<file path="config.mk">
export PLATFORM = sky130hd
export DESIGN_NAME = fpAddUnit
export DESIGN_NICKNAME = d
export VERILOG_FILES = /design/src/fpAddPkg.sv /design/src/fpAddUnit.sv /design/src/fpMantissaAdder.sv /design/src/fpNormalizer.sv /design/src/fpOperandAlign.sv /design/src/fpResultPack.sv
export SDC_FILE = /design/constraint.sdc
export NUM_CORES = 2
export LEC_CHECK = 0
export ABC_CLOCK_PERIOD_IN_PS = 34500
export BUFFER_PORTS_ARGS = -buffer_cell sky130_fd_sc_hd__buf_2
export CORE_ASPECT_RATIO = 0.9
export CORE_MARGIN = 10
export CORE_UTILIZATION = 45
export DETAILED_ROUTE_END_ITERATION = 7
export PLACE_DENSITY = 0.63
export SLEW_MARGIN = 40
export SYNTH_ARGS = -nofsm -noshare
export SYNTH_HDL_FRONTEND = slang
export SYNTH_SLANG_ARGS = --single-unit
</file>
<file path="constraint.sdc">
create_clock -name clock -period 34.5 [get_ports clock]
set_input_delay 0 -clock clock [delete_from_list [all_inputs] [get_ports clock]]
set_output_delay 0 -clock clock [all_outputs]
set_load 0.1 [all_outputs]
</file>
<file path="src/fpAddPkg.sv">
// shared word, exponent, fraction and shift types, operation codes, fixed-point exponent
package fpAddPkg;

	// 64-bit operand or result, double or signed integer
	typedef logic [63:0] fpWord;

	// biased IEEE double exponent
	typedef logic [10:0] fpExp;

	// exponent with borrow / overflow bit on top
	typedef logic [11:0] fpExpWide;

	// working fraction
	// bit 63 carry guard, bit 62 hidden one, bits 61..10 stored fraction
	typedef logic [63:0] fpFrac;

	// shift amount, top bit shifts everything out
	typedef logic [7:0] fpShift;

	// operation code
	typedef logic [2:0] fpOp;

	localparam fpOp opNop        = 3'd0;
	localparam fpOp opAdd        = 3'd1;
	localparam fpOp opSub        = 3'd2;
	localparam fpOp opIntToFloat = 3'd3;
	localparam fpOp opFloatToInt = 3'd4;

	// bias 1023 plus 62, the fraction then reads as an integer
	localparam fpExp fixedPointExp = 11'd1085;

endpackage

</file>
<file path="src/fpAddUnit.sv">
// top level of the four-stage double-precision add unit
`timescale 1ns/1ns

module fpAddUnit
(
	input  logic clock,
	input  logic rst,
	input  logic hold,
	input  fpAddPkg::fpWord opA,
	input  fpAddPkg::fpWord opB,
	input  fpAddPkg::fpOp op,
	output fpAddPkg::fpWord result,
	output logic done
);
	// stage 1 to stage 2
	logic alignValid;
	fpAddPkg::fpOp alignOp;
	logic bigSign;
	logic smallSign;
	fpAddPkg::fpExp bigExp;
	fpAddPkg::fpFrac bigFrac;
	fpAddPkg::fpFrac smallFrac;
	fpAddPkg::fpWord intMag;
	logic intSign;

	// stage 2 to stage 3
	logic sumValid;
	fpAddPkg::fpOp sumOp;
	logic sumSign;
	fpAddPkg::fpExp sumExp;
	fpAddPkg::fpFrac sumFrac;
	fpAddPkg::fpWord sumRaw;

	// stage 3 to stage 4
	logic normValid;
	fpAddPkg::fpOp normOp;
	logic normSign;
	fpAddPkg::fpExpWide normExp;
	fpAddPkg::fpFrac normFrac;
	fpAddPkg::fpShift normShift;
	fpAddPkg::fpWord normRaw;

	fpOperandAlign i_align (.clock, .rst, .hold, .opA, .opB, .op, .alignValid, .alignOp,
		.bigSign, .smallSign, .bigExp, .bigFrac, .smallFrac, .intMag, .intSign);

	fpMantissaAdder i_adder (.clock, .rst, .hold, .alignValid, .alignOp, .bigSign,
		.smallSign, .bigExp, .bigFrac, .smallFrac, .intMag, .intSign, .sumValid, .sumOp,
		.sumSign, .sumExp, .sumFrac, .sumRaw);

	fpNormalizer i_norm (.clock, .rst, .hold, .sumValid, .sumOp, .sumSign, .sumExp,
		.sumFrac, .sumRaw, .normValid, .normOp, .normSign, .normExp, .normFrac,
		.normShift, .normRaw);

	fpResultPack i_pack (.clock, .rst, .hold, .normValid, .normOp, .normSign, .normExp,
		.normFrac, .normShift, .normRaw, .result, .done);

endmodule

</file>
<file path="src/fpMantissaAdder.sv">
// stage 2 of the add unit: fraction add or subtract, sign fix on borrow, integer magnitude
`timescale 1ns/1ns

module fpMantissaAdder
(
	input  logic clock,
	input  logic rst,
	input  logic hold,
	input  logic alignValid,
	input  fpAddPkg::fpOp alignOp,
	input  logic bigSign,
	input  logic smallSign,
	input  fpAddPkg::fpExp bigExp,
	input  fpAddPkg::fpFrac bigFrac,
	input  fpAddPkg::fpFrac smallFrac,
	input  fpAddPkg::fpWord intMag,
	input  logic intSign,
	output logic sumValid,
	output fpAddPkg::fpOp sumOp,
	output logic sumSign,
	output fpAddPkg::fpExp sumExp,
	output fpAddPkg::fpFrac sumFrac,
	output fpAddPkg::fpWord sumRaw
);
	logic signsDiffer;
	fpAddPkg::fpFrac addA;
	fpAddPkg::fpFrac addB;
	logic carryIn;
	logic [64:0] addOut;
	logic signC;
	fpAddPkg::fpFrac fracC;

	always_comb
	begin
		signsDiffer = (bigSign != smallSign);

		// subtract as invert plus carry-in
		addA = bigFrac;
		addB = signsDiffer ? ~smallFrac : smallFrac;
		carryIn = signsDiffer;

		// int to float finishes the negation of the magnitude
		if (alignOp == fpAddPkg::opIntToFloat)
		begin
			addA = intMag;
			addB = '0;
			carryIn = intSign;
		end

		addOut = {1'b0, addA} + {1'b0, addB} + 65'(carryIn);

		signC = bigSign;
		fracC = addOut[63:0];
		if (alignOp == fpAddPkg::opIntToFloat)
		begin
			signC = intSign;
		end
		else if (signsDiffer && !addOut[64])
		begin
			// borrow, so the smaller operand won: negate and flip sign
			signC = !bigSign;
			fracC = ~addOut[63:0] + 64'd1;
		end
	end

	always_ff @(posedge clock)
	begin
		if (rst)
		begin
			sumValid <= 1'b0;
		end
		else if (!hold)
		begin
			sumValid <= alignValid;
		end

		if (!hold)
		begin
			sumOp <= alignOp;
			sumSign <= signC;
			sumExp <= bigExp;
			sumFrac <= fracC;
			sumRaw <= addOut[63:0];
		end
	end

endmodule

</file>
<file path="src/fpNormalizer.sv">
// add unit stage 3 with leading-zero count, exponent correction and underflow flush
`timescale 1ns/1ns

module fpNormalizer
(
	input  logic clock,
	input  logic rst,
	input  logic hold,
	input  logic sumValid,
	input  fpAddPkg::fpOp sumOp,
	input  logic sumSign,
	input  fpAddPkg::fpExp sumExp,
	input  fpAddPkg::fpFrac sumFrac,
	input  fpAddPkg::fpWord sumRaw,
	output logic normValid,
	output fpAddPkg::fpOp normOp,
	output logic normSign,
	output fpAddPkg::fpExpWide normExp,
	output fpAddPkg::fpFrac normFrac,
	output fpAddPkg::fpShift normShift,
	output fpAddPkg::fpWord normRaw
);
	logic [6:0] leadZeros;
	logic isZero;
	logic signC;
	fpAddPkg::fpExpWide expC;
	fpAddPkg::fpFrac fracC;
	fpAddPkg::fpShift shiftC;

	// 64 when the value is all zero
	function automatic logic [6:0] countLeadingZeros(input fpAddPkg::fpFrac value);
		logic [6:0] count;
		count = 7'd64;
		for (int i = 0; i < 64; i++)
		begin
			if (value[i])
			begin
				count = 7'(63 - i);
			end
		end
		return count;
	endfunction

	always_comb
	begin
		// count below the guard bit
		leadZeros = countLeadingZeros({sumFrac[62:0], 1'b0});
		signC = sumSign;
		fracC = sumFrac;

		if (sumFrac[63])
		begin
			// carry out shifts one step right
			expC = {1'b0, sumExp} + 12'd1;
			fracC = {1'b0, sumFrac[63:1]};
			isZero = 1'b0;
			shiftC = '0;
		end
		else
		begin
			expC = {1'b0, sumExp} - {5'b0, leadZeros};
			// exponent zero or below is a subnormal result
			isZero = leadZeros[6] || expC[11] || (expC == '0);
			shiftC = {isZero, leadZeros};
			if (isZero)
			begin
				signC = 1'b0;
				expC = '0;
			end
		end
	end

	always_ff @(posedge clock)
	begin
		if (rst)
		begin
			normValid <= 1'b0;
		end
		else if (!hold)
		begin
			normValid <= sumValid;
		end

		if (!hold)
		begin
			normOp <= sumOp;
			normSign <= signC;
			normExp <= expC;
			normFrac <= fracC;
			normShift <= shiftC;
			normRaw <= sumRaw;
		end
	end

	// a valid non-zero result lands its leading one on the hidden bit and none on the guard
	hiddenBitSet: assert property (@(posedge clock) disable iff (rst)
		(normValid && !normShift[7]) |-> (((normFrac << normShift[6:0]) >> 62) == 64'd1));

endmodule

</file>
<file path="src/fpOperandAlign.sv">
// stage 1 of the add unit: unpack, conversion setup, exponent compare, swap, right align
`timescale 1ns/1ns

module fpOperandAlign
(
	input  logic clock,
	input  logic rst,
	input  logic hold,
	input  fpAddPkg::fpWord opA,
	input  fpAddPkg::fpWord opB,
	input  fpAddPkg::fpOp op,
	output logic alignValid,
	output fpAddPkg::fpOp alignOp,
	output logic bigSign,
	output logic smallSign,
	output fpAddPkg::fpExp bigExp,
	output fpAddPkg::fpFrac bigFrac,
	output fpAddPkg::fpFrac smallFrac,
	output fpAddPkg::fpWord intMag,
	output logic intSign
);
	logic isIntToFloat;
	logic isFloatToInt;
	logic signA;
	logic signB;
	fpAddPkg::fpExp expA;
	fpAddPkg::fpExp expB;
	fpAddPkg::fpFrac fracA;
	fpAddPkg::fpFrac fracB;
	fpAddPkg::fpWord intMagC;
	fpAddPkg::fpExpWide diffAB;
	fpAddPkg::fpExpWide diffBA;
	logic useB;
	fpAddPkg::fpFrac shiftIn;
	fpAddPkg::fpShift shiftAmt;
	fpAddPkg::fpFrac shiftOut;

	always_comb
	begin
		isIntToFloat = (op == fpAddPkg::opIntToFloat);
		isFloatToInt = (op == fpAddPkg::opFloatToInt);

		// subtract just flips the sign of opB
		signA = opA[63];
		signB = opB[63] ^ (op == fpAddPkg::opSub);
		expA = opA[62:52];
		expB = opB[62:52];

		// subnormals flush to zero
		fracA = (expA != '0) ? {2'b01, opA[51:0], 10'b0} : '0;
		fracB = (expB != '0) ? {2'b01, opB[51:0], 10'b0} : '0;

		// one's complement magnitude, the +1 is added in stage 2
		intMagC = opA[63] ? ~opA : opA;

		// both conversions run against a zero at the fixed-point exponent
		if (isIntToFloat || isFloatToInt)
		begin
			signB = 1'b0;
			expB = fpAddPkg::fixedPointExp;
			fracB = '0;
		end

		if (isIntToFloat)
		begin
			signA = opA[63];
			expA = fpAddPkg::fixedPointExp;
			fracA = intMagC;
		end

		diffAB = {1'b0, expA} - {1'b0, expB};
		diffBA = {1'b0, expB} - {1'b0, expA};

		// float to int always shifts opA down to integer position
		useB = diffAB[11] || isFloatToInt;
		shiftIn = useB ? fracA : fracB;
		shiftAmt = useB ? {diffBA[10:7] != '0, diffBA[6:0]} : {diffAB[10:7] != '0, diffAB[6:0]};

		// saturating right shift
		shiftOut = shiftAmt[7] ? '0 : (shiftIn >> shiftAmt[6:0]);
	end

	always_ff @(posedge clock)
	begin
		if (rst)
		begin
			alignValid <= 1'b0;
		end
		else if (!hold)
		begin
			alignValid <= (op != fpAddPkg::opNop);
		end

		if (!hold)
		begin
			alignOp <= op;
			bigSign <= useB ? signB : signA;
			smallSign <= useB ? signA : signB;
			bigExp <= useB ? expB : expA;
			bigFrac <= useB ? fracB : fracA;
			smallFrac <= shiftOut;
			intMag <= intMagC;
			intSign <= opA[63];
		end
	end

	shiftKnown: assert property (@(posedge clock) disable iff (rst)
		(!hold && op != fpAddPkg::opNop) |-> !$isunknown(shiftAmt));

endmodule

</file>
<file path="src/fpResultPack.sv">
// add unit stage 4 with left shift, double packing or integer select and the result register
`timescale 1ns/1ns

module fpResultPack
(
	input  logic clock,
	input  logic rst,
	input  logic hold,
	input  logic normValid,
	input  fpAddPkg::fpOp normOp,
	input  logic normSign,
	input  fpAddPkg::fpExpWide normExp,
	input  fpAddPkg::fpFrac normFrac,
	input  fpAddPkg::fpShift normShift,
	input  fpAddPkg::fpWord normRaw,
	output fpAddPkg::fpWord result,
	output logic done
);
	fpAddPkg::fpFrac fracShl;
	fpAddPkg::fpWord packWord;

	always_comb
	begin
		// top shift bit clears the fraction
		fracShl = normShift[7] ? '0 : (normFrac << normShift[6:0]);
		packWord = {normSign, normExp[10:0], fracShl[61:10]};

		// float to int returns the raw adder word
		if (normOp == fpAddPkg::opFloatToInt)
		begin
			packWord = normRaw;
		end
	end

	always_ff @(posedge clock)
	begin
		if (rst)
		begin
			done <= 1'b0;
		end
		else if (!hold)
		begin
			done <= normValid;
		end

		if (!hold)
		begin
			result <= packWord;
		end
	end

	doneKnown: assert property (@(posedge clock) disable iff (rst) !$isunknown(done));

endmodule

</file>
# Word level (Yosys, flattened, before mapping)
# Cells that the tools add are included.
totals:
  regBits: 571
  latch_bits: 0
  ramBits: 0
  romBits: 0
  input_bits: 134
  output_inout_bits: 65
  word_cells: 149
  n_memories: 0
classes:
  add_sub_neg: 7
  multipliers: 0
  div_mod_pow: 0
  magnitude_cmp: 0
  eq_ne: 6
  shifts: 2
  n_mux: 92
  n_bitwise: 4
  reduce_logical: 13
ops:
  columns: ["op", "count"]
  rows:
  - ["64-bit two-way mux", 11]
  - ["7-bit two-way mux", 63]
  - ["64-bit inverter", 3]
  - ["63-bit two-way mux", 2]
  - ["62-bit two-way mux", 2]
  - ["64-bit by 64-bit adder with 65-bit output", 1]
  - ["65-bit by 1-bit adder with 65-bit output", 1]
  - ["64-bit by 1-bit adder with 64-bit output, second input constant", 1]
  - ["64-bit by 7-bit left shift with 62-bit output", 1]
  - ["64-bit by 7-bit >> shifter with 64-bit output", 1]
  - ["11-bit two-way mux", 5]
  - ["11-bit nonzero test", 2]
  - ["12-bit zero test", 1]
  - ["11-bit by 11-bit subtractor with 12-bit output", 1]
  - ["11-bit by 7-bit subtractor with 12-bit output", 1]
  - ["11-bit by 1-bit adder with 11-bit output, second input constant", 1]
  - ["11-bit subtractor", 1]
  - ["3-bit by 2-bit == test with 1-bit output, second input constant", 3]
  - ["1-bit two-way mux", 8]
  - ["8-bit two-way mux", 1]
  - ["4-bit nonzero test", 2]
  - ["3-bit == test, second input constant", 2]
  - ["1-bit logical OR", 4]
  - ["3-bit nonzero test", 1]
  - ["4 further kinds", 5]

# Logic depth before layout (Yosys ltp)
logic_depth:
  ltp_word: 68
  mapped_depth: 28
  depth_no_buf: 27

# Hierarchy
# From an unflattened synthesis, not the netlist that was laid out.
unflattened:
  cells_unflattened: 4262
  area_unflattened_um2: 41265.8
by_module_without_submodules:
  columns: ["module", "instances", "cells_each", "area_each_um2", "seq_area_each_um2"]
  rows:
  - ["fpOperandAlign", 1, 1765, 16214.3, 6206.0]
  - ["fpMantissaAdder", 1, 1410, 11791.3, 4284.1]
  - ["fpNormalizer", 1, 511, 6895.4, 4554.4]
  - ["fpResultPack", 1, 576, 6364.9, 1941.9]

# Worst setup path after synthesis
# Ideal clock, no wire load.
synth_path:
  path_type: "input port to flip-flop"
  from: "input port hold"
  to: "register i_adder.sumExp[0] (enable)"
  setup_ps: 903
  arrival_time_ps: 10934
  t_required_ps: 33597
  slack_ps: 22663
  cell_stages: 2
  n_path_buf: 1
  cell_sequence: "clkbuf_1 -> inv_1"
synth_rtl:
  columns: ["element", "line_no", "text"]
  rows:
  - ["start, declared", "fpAddUnit.sv:8", "input logic hold,"]
  - ["end signal, assigned", "fpMantissaAdder.sv:81", "sumExp <= bigExp;"]
  - ["end, declared", "fpMantissaAdder.sv:21", "output fpAddPkg::fpExp sumExp,"]
# No word-level cell between the ends.

# Worst setup path after layout
layout_path:
  from: "register i_align.smallSign"
  to: "register i_adder.sumFrac[63] (data pin)"
layout_via:
  elab_chain_len: 9
  word_cells_on_any_way: 12
  classes_between: "add/sub (3); eq/ne (1); mux (5); bitwise (1); reduce/logical (2)"
layout_lines:
  columns: ["element", "line_no", "text"]
  rows:
  - ["start, declared", "fpOperandAlign.sv:15", "output logic smallSign,"]
  - ["start signal, assigned", "fpOperandAlign.sv:98", "smallSign <= useB ? signA : signB;"]
  - ["1-bit != test *", "fpMantissaAdder.sv:35", "signsDiffer = (bigSign != smallSign);"]
  - ["64-bit two-way mux", "fpMantissaAdder.sv:39", "addB = signsDiffer ? ~smallFrac : smallFrac;"]
  - ["64-bit two-way mux", "fpMantissaAdder.sv:43", "if (alignOp == fpAddPkg::opIntToFloat)"]
  - ["64-bit by 64-bit adder with 65-bit output", "fpMantissaAdder.sv:50", "addOut = {1'b0, addA} + {1'b0, addB} + 65'(carryIn);"]
  - ["65-bit by 1-bit adder with 65-bit output", "fpMantissaAdder.sv:50", null]
  - ["64-bit inverter or 1-bit zero test (tied branches)", "fpMantissaAdder.sv:62, fpMantissaAdder.sv:58", null]
  - ["64-bit by 1-bit adder with 64-bit output or 1-bit logical AND (tied branches)", "fpMantissaAdder.sv:62, fpMantissaAdder.sv:58", null]
  - ["64-bit two-way mux", "fpMantissaAdder.sv:58", "else if (signsDiffer && !addOut[64])"]
  - ["64-bit two-way mux *", "fpMantissaAdder.sv:54", "if (alignOp == fpAddPkg::opIntToFloat)"]
  - ["named net i_adder.fracC[63]", "fpMantissaAdder.sv:31", "fpAddPkg::fpFrac fracC;"]
  - ["end signal, assigned", "fpMantissaAdder.sv:82", "sumFrac <= fracC;"]
  - ["end, declared", "fpMantissaAdder.sv:22", "output fpAddPkg::fpFrac sumFrac,"]
# The timed path passes the listed nets; every way through them passes the cells marked *.
# A chain may end at the register's enable or synchronous reset.

==> results.py <==
metrics = {
    "run_status": {
        "outcome": "completed",
    },
    "pwr": {
        "leakagePower_nw": 17.53,
        "ir_worst_vdd_v": 0.00004927,
        "p_total_mw": 3.932,
        "power_density_mw_per_mm2": 87.31,
    },
    "final_layout": {
        "fillers": 7706,
        "fin_util_pct": 52.28,
        "final_common_cell": "edfxtp_1",
        "synthToLayoutAreaGrowth_pct": 15.22,
        "drive_gt1_share_pct": 14.36,
        "final_nets": 4418,
        "final_cell_mix": "561 x edfxtp_1, 535 x nand2_1, 328 x nor2_1, 240 x o21ai_0, 224 x mux2i_1",
    },
    "global_route": {
        "track_usage_pct": 24.32,
        "gr-total-overflow": 0,
        "grt_pass1_vias": 30635,
        "grt_max_degree": 120,
        "grt_pass1_wl_um": 189000,
        "antenna_found_initial": 4,
    },
    "synth": {
        "synth_edf_count": 561,
        "synthTopCellsByArea": "edfxtp_1 43%, mux2i_1 5.8%, nand2_1 5.1%",
        "yosysTopAreaCell": "edfxtp_1",
        "postSynthAreaPerCell_um2": 9.905,
        "synth-seq-cells": 565,
        "synthMuxAreaShare_pct": 13.48,
        "ys.warnings.count": 0,
        "synth_top_area_share_pct": 43.10,
        "async_flop_share_pct": 0,
        "synth_top_family_by_area": "compound AO/OA/AOI/OAI gates",
        "synthXorXnorAreaFrac_pct": 5.266,
        "syn_area_mm2": 0.03909,
        "synth_compound_area_share_pct": 15.96,
        "synth_fa_ha_area_share_pct": 3.201,
        "synth.distinct_cells": 93,
        "synth.net_count": 4177,
        "syn_inst": 3946,
        "synth-simple-area-share_pct": 15.20,
        "synth-seq-area-share_pct": 43.30,
        "ys.flop_type": "edfxtp_1",
    },
    "worst_hold_path": {
        "hp-class": "primary input to flop",
    },
    "sta": {
        "hold_viol": 0,
        "timing.setup.tns_ns": 0,
        "rsz0062_at_grt": "no",
        "maxSlewHeadroom_pct": 43.67,
        "skew_ns": 0.03549,
        "max_clock_freq_ghz": 0.1364,
        "setup_viol": 0,
        "fin_crit_ns": 7.331,
        "slew_viol_final": 0,
        "tightest_slew_ns": 0.8450,
        "final.period_utilization_pct": 21.25,
    },
    "worst_setup_path": {
        "setup.worst_path.end_class": "flop",
        "cp.required_ns": 34.88,
        "crit_type": "flop to flop",
        "start_kind": "flop",
        "worstPathArrival_ns": 7.71,
        "path_max_fanout": 48,
    },
    "placed_design": {
        "routabilityCongestion": 0.9908,
        "io_buffers": 198,
        "hpwl_um": 94420,
    },
    "clock_network": {
        "hold_buffers": 170,
        "cts_tree": "done",
        "cts_buffer_depth": 3,
        "cts_setup_buffers": 0,
        "cts.repair.resized": 0,
        "root_buffer": "clkbuf_16",
        "insertion_delay_ns": 0.67,
        "cts.sinks": 565,
        "cts_buffers": 59,
        "clk_pin_slew_ns": 0.06,
        "cts.htree.levels": 2,
    },
    "floorplanning": {
        "core_mm2": 0.08615,
        "die_h_um": 299.6,
        "ios": 199,
        "die_area_mm2": 0.09906,
        "start_util_pct": 45.37,
        "fp-row-count": 102,
        "chipWidth_um": 330.7,
    },
    "route": {
        "drt_wl_total_um": 125100,
        "dr.pass1.iters": 6,
        "wl_per_cell_um": 23.24,
        "via_count": 32218,
        "ant_nets": 0,
        "drt_iter0_drc": 3517,
        "drc_errors": 0,
        "avgViaCountPerCell": 5.983,
    },
    "run": {
        "cap_violations": 0,
    },
}
-- worst paths after layout --
check	start	end	slack (ns)	depth (start not counted)
worst max-delay path	i_align.smallSign	i_adder.sumFrac[63]	27.17	18
worst min-delay path	opB[62]	i_align.bigExp[10]	0.08	3
worst max register to register	i_align.smallSign	i_adder.sumFrac[63]	27.17	18
worst min register to register	i_adder.sumRaw[36]	i_norm.normRaw[36]	0.40	0
-- Yosys cell counts, types with 59 or more instances --
master	instances
xor2_1	102
mux2i_1	225
nand2_1	535
o21ai_0	240
mux2_2	122
ha_1	92
edfxtp_1	561
mux4_2	73
nor2_1	331
a22oi_1	59
clkbuf_1	200
nand3_1	126
xnor2_1	133
inv_1	121
nor3_1	76
a21oi_1	170
-- critical path: stages, from the launching register on --
cell and delay, ns:
edfxtp_1 0.48, xor2_4 0.63, buf_4 0.69, xnor2_1 0.19, nor2_1 0.09, fa_1 0.47, fa_1 0.47, a21oi_1 0.16
nor2_1 0.12, or4_1 0.64, a31o_1 0.27, a21o_1 0.20, a221o_1 0.39, or4_4 0.46, or3b_1 0.44, or4b_1 0.72
nor4_4 0.24, mux2i_1 0.25, a211oi_2 0.06
-- final cells by class --
| cell class | instances | area (um^2) | share of cell area (%) |
|---|---|---|---|
| Clock inverter | 44 | 523.0 | 1.161 |
| Sequential cell | 565 | 16930 | 37.58 |
| Timing Repair Buffer | 427 | 3213 | 7.135 |
| Inverter | 124 | 478.0 | 1.061 |
| Tap cell | 1144 | 1431 | 3.178 |
| Antenna cell | 6 | 15.01 | 0.03334 |
| Multi-Input combinational cell | 3010 | 20950 | 46.52 |
| Clock buffer | 65 | 1499 | 3.328 |
-- layer usage --
metal	GRT usage [%]	share of wire, %
met5	0	0.010
met4	9.865	4.4
met3	3.469	6.8
met2	37.98	45
met1	33.67	44
-- per-stage QoR --
| stage | std cells | worst slack [ns] | hold slack (ns) | instance area, um^2 |
|---|---|---|---|---|
| finish | 5385 | 27.17 | 0.08008 | 45040 |
| global route | 5382 | 26.60 | 0.06219 | 45030 |
| CTS | 5376 | 27.11 | 0.01542 | 44930 |
| detailed placement | 5097 | 27.14 | 0.2173 | 41200 |
| global placement | 5095 | 27.26 | 0.2122 | 41140 |
| floorplan | 3946 | 22.66 | 0.07238 | 39090 |
-- where the power goes --
part | internal [mW] | switching [mW]
registers | 1.06 | 0.129
logic | 0.765 | 1.31
clock network | 0.383 | 0.284
total | 2.21 | 1.72
-- cells by family after synthesis --
group                    after synthesis
AND/OR/NAND/NOR                     1319
AO/OA/AOI/OAI                        939
flip-flops                           565
multiplexers                         420
buffers and inverters                371
XOR/XNOR                             235
adder cells (fa/ha/maj)               97
-- state kept, by name, summed over array words and instances (netlist names), 3 cells and up --
signal             flops
i_norm.normOp          3
i_norm.normFrac       62
i_align.bigExp        11
i_adder.sumOp          3
i_pack.result         64
i_norm.normRaw        64
i_align.smallFrac     63
i_align.alignOp        3
i_adder.sumRaw        64
i_adder.sumFrac       63
i_norm.normShift       8
i_align.intMag        63
i_align.bigFrac       63
i_norm.normExp        11
i_adder.sumExp        11
Note: power is estimated with default switching activity, not from simulation.
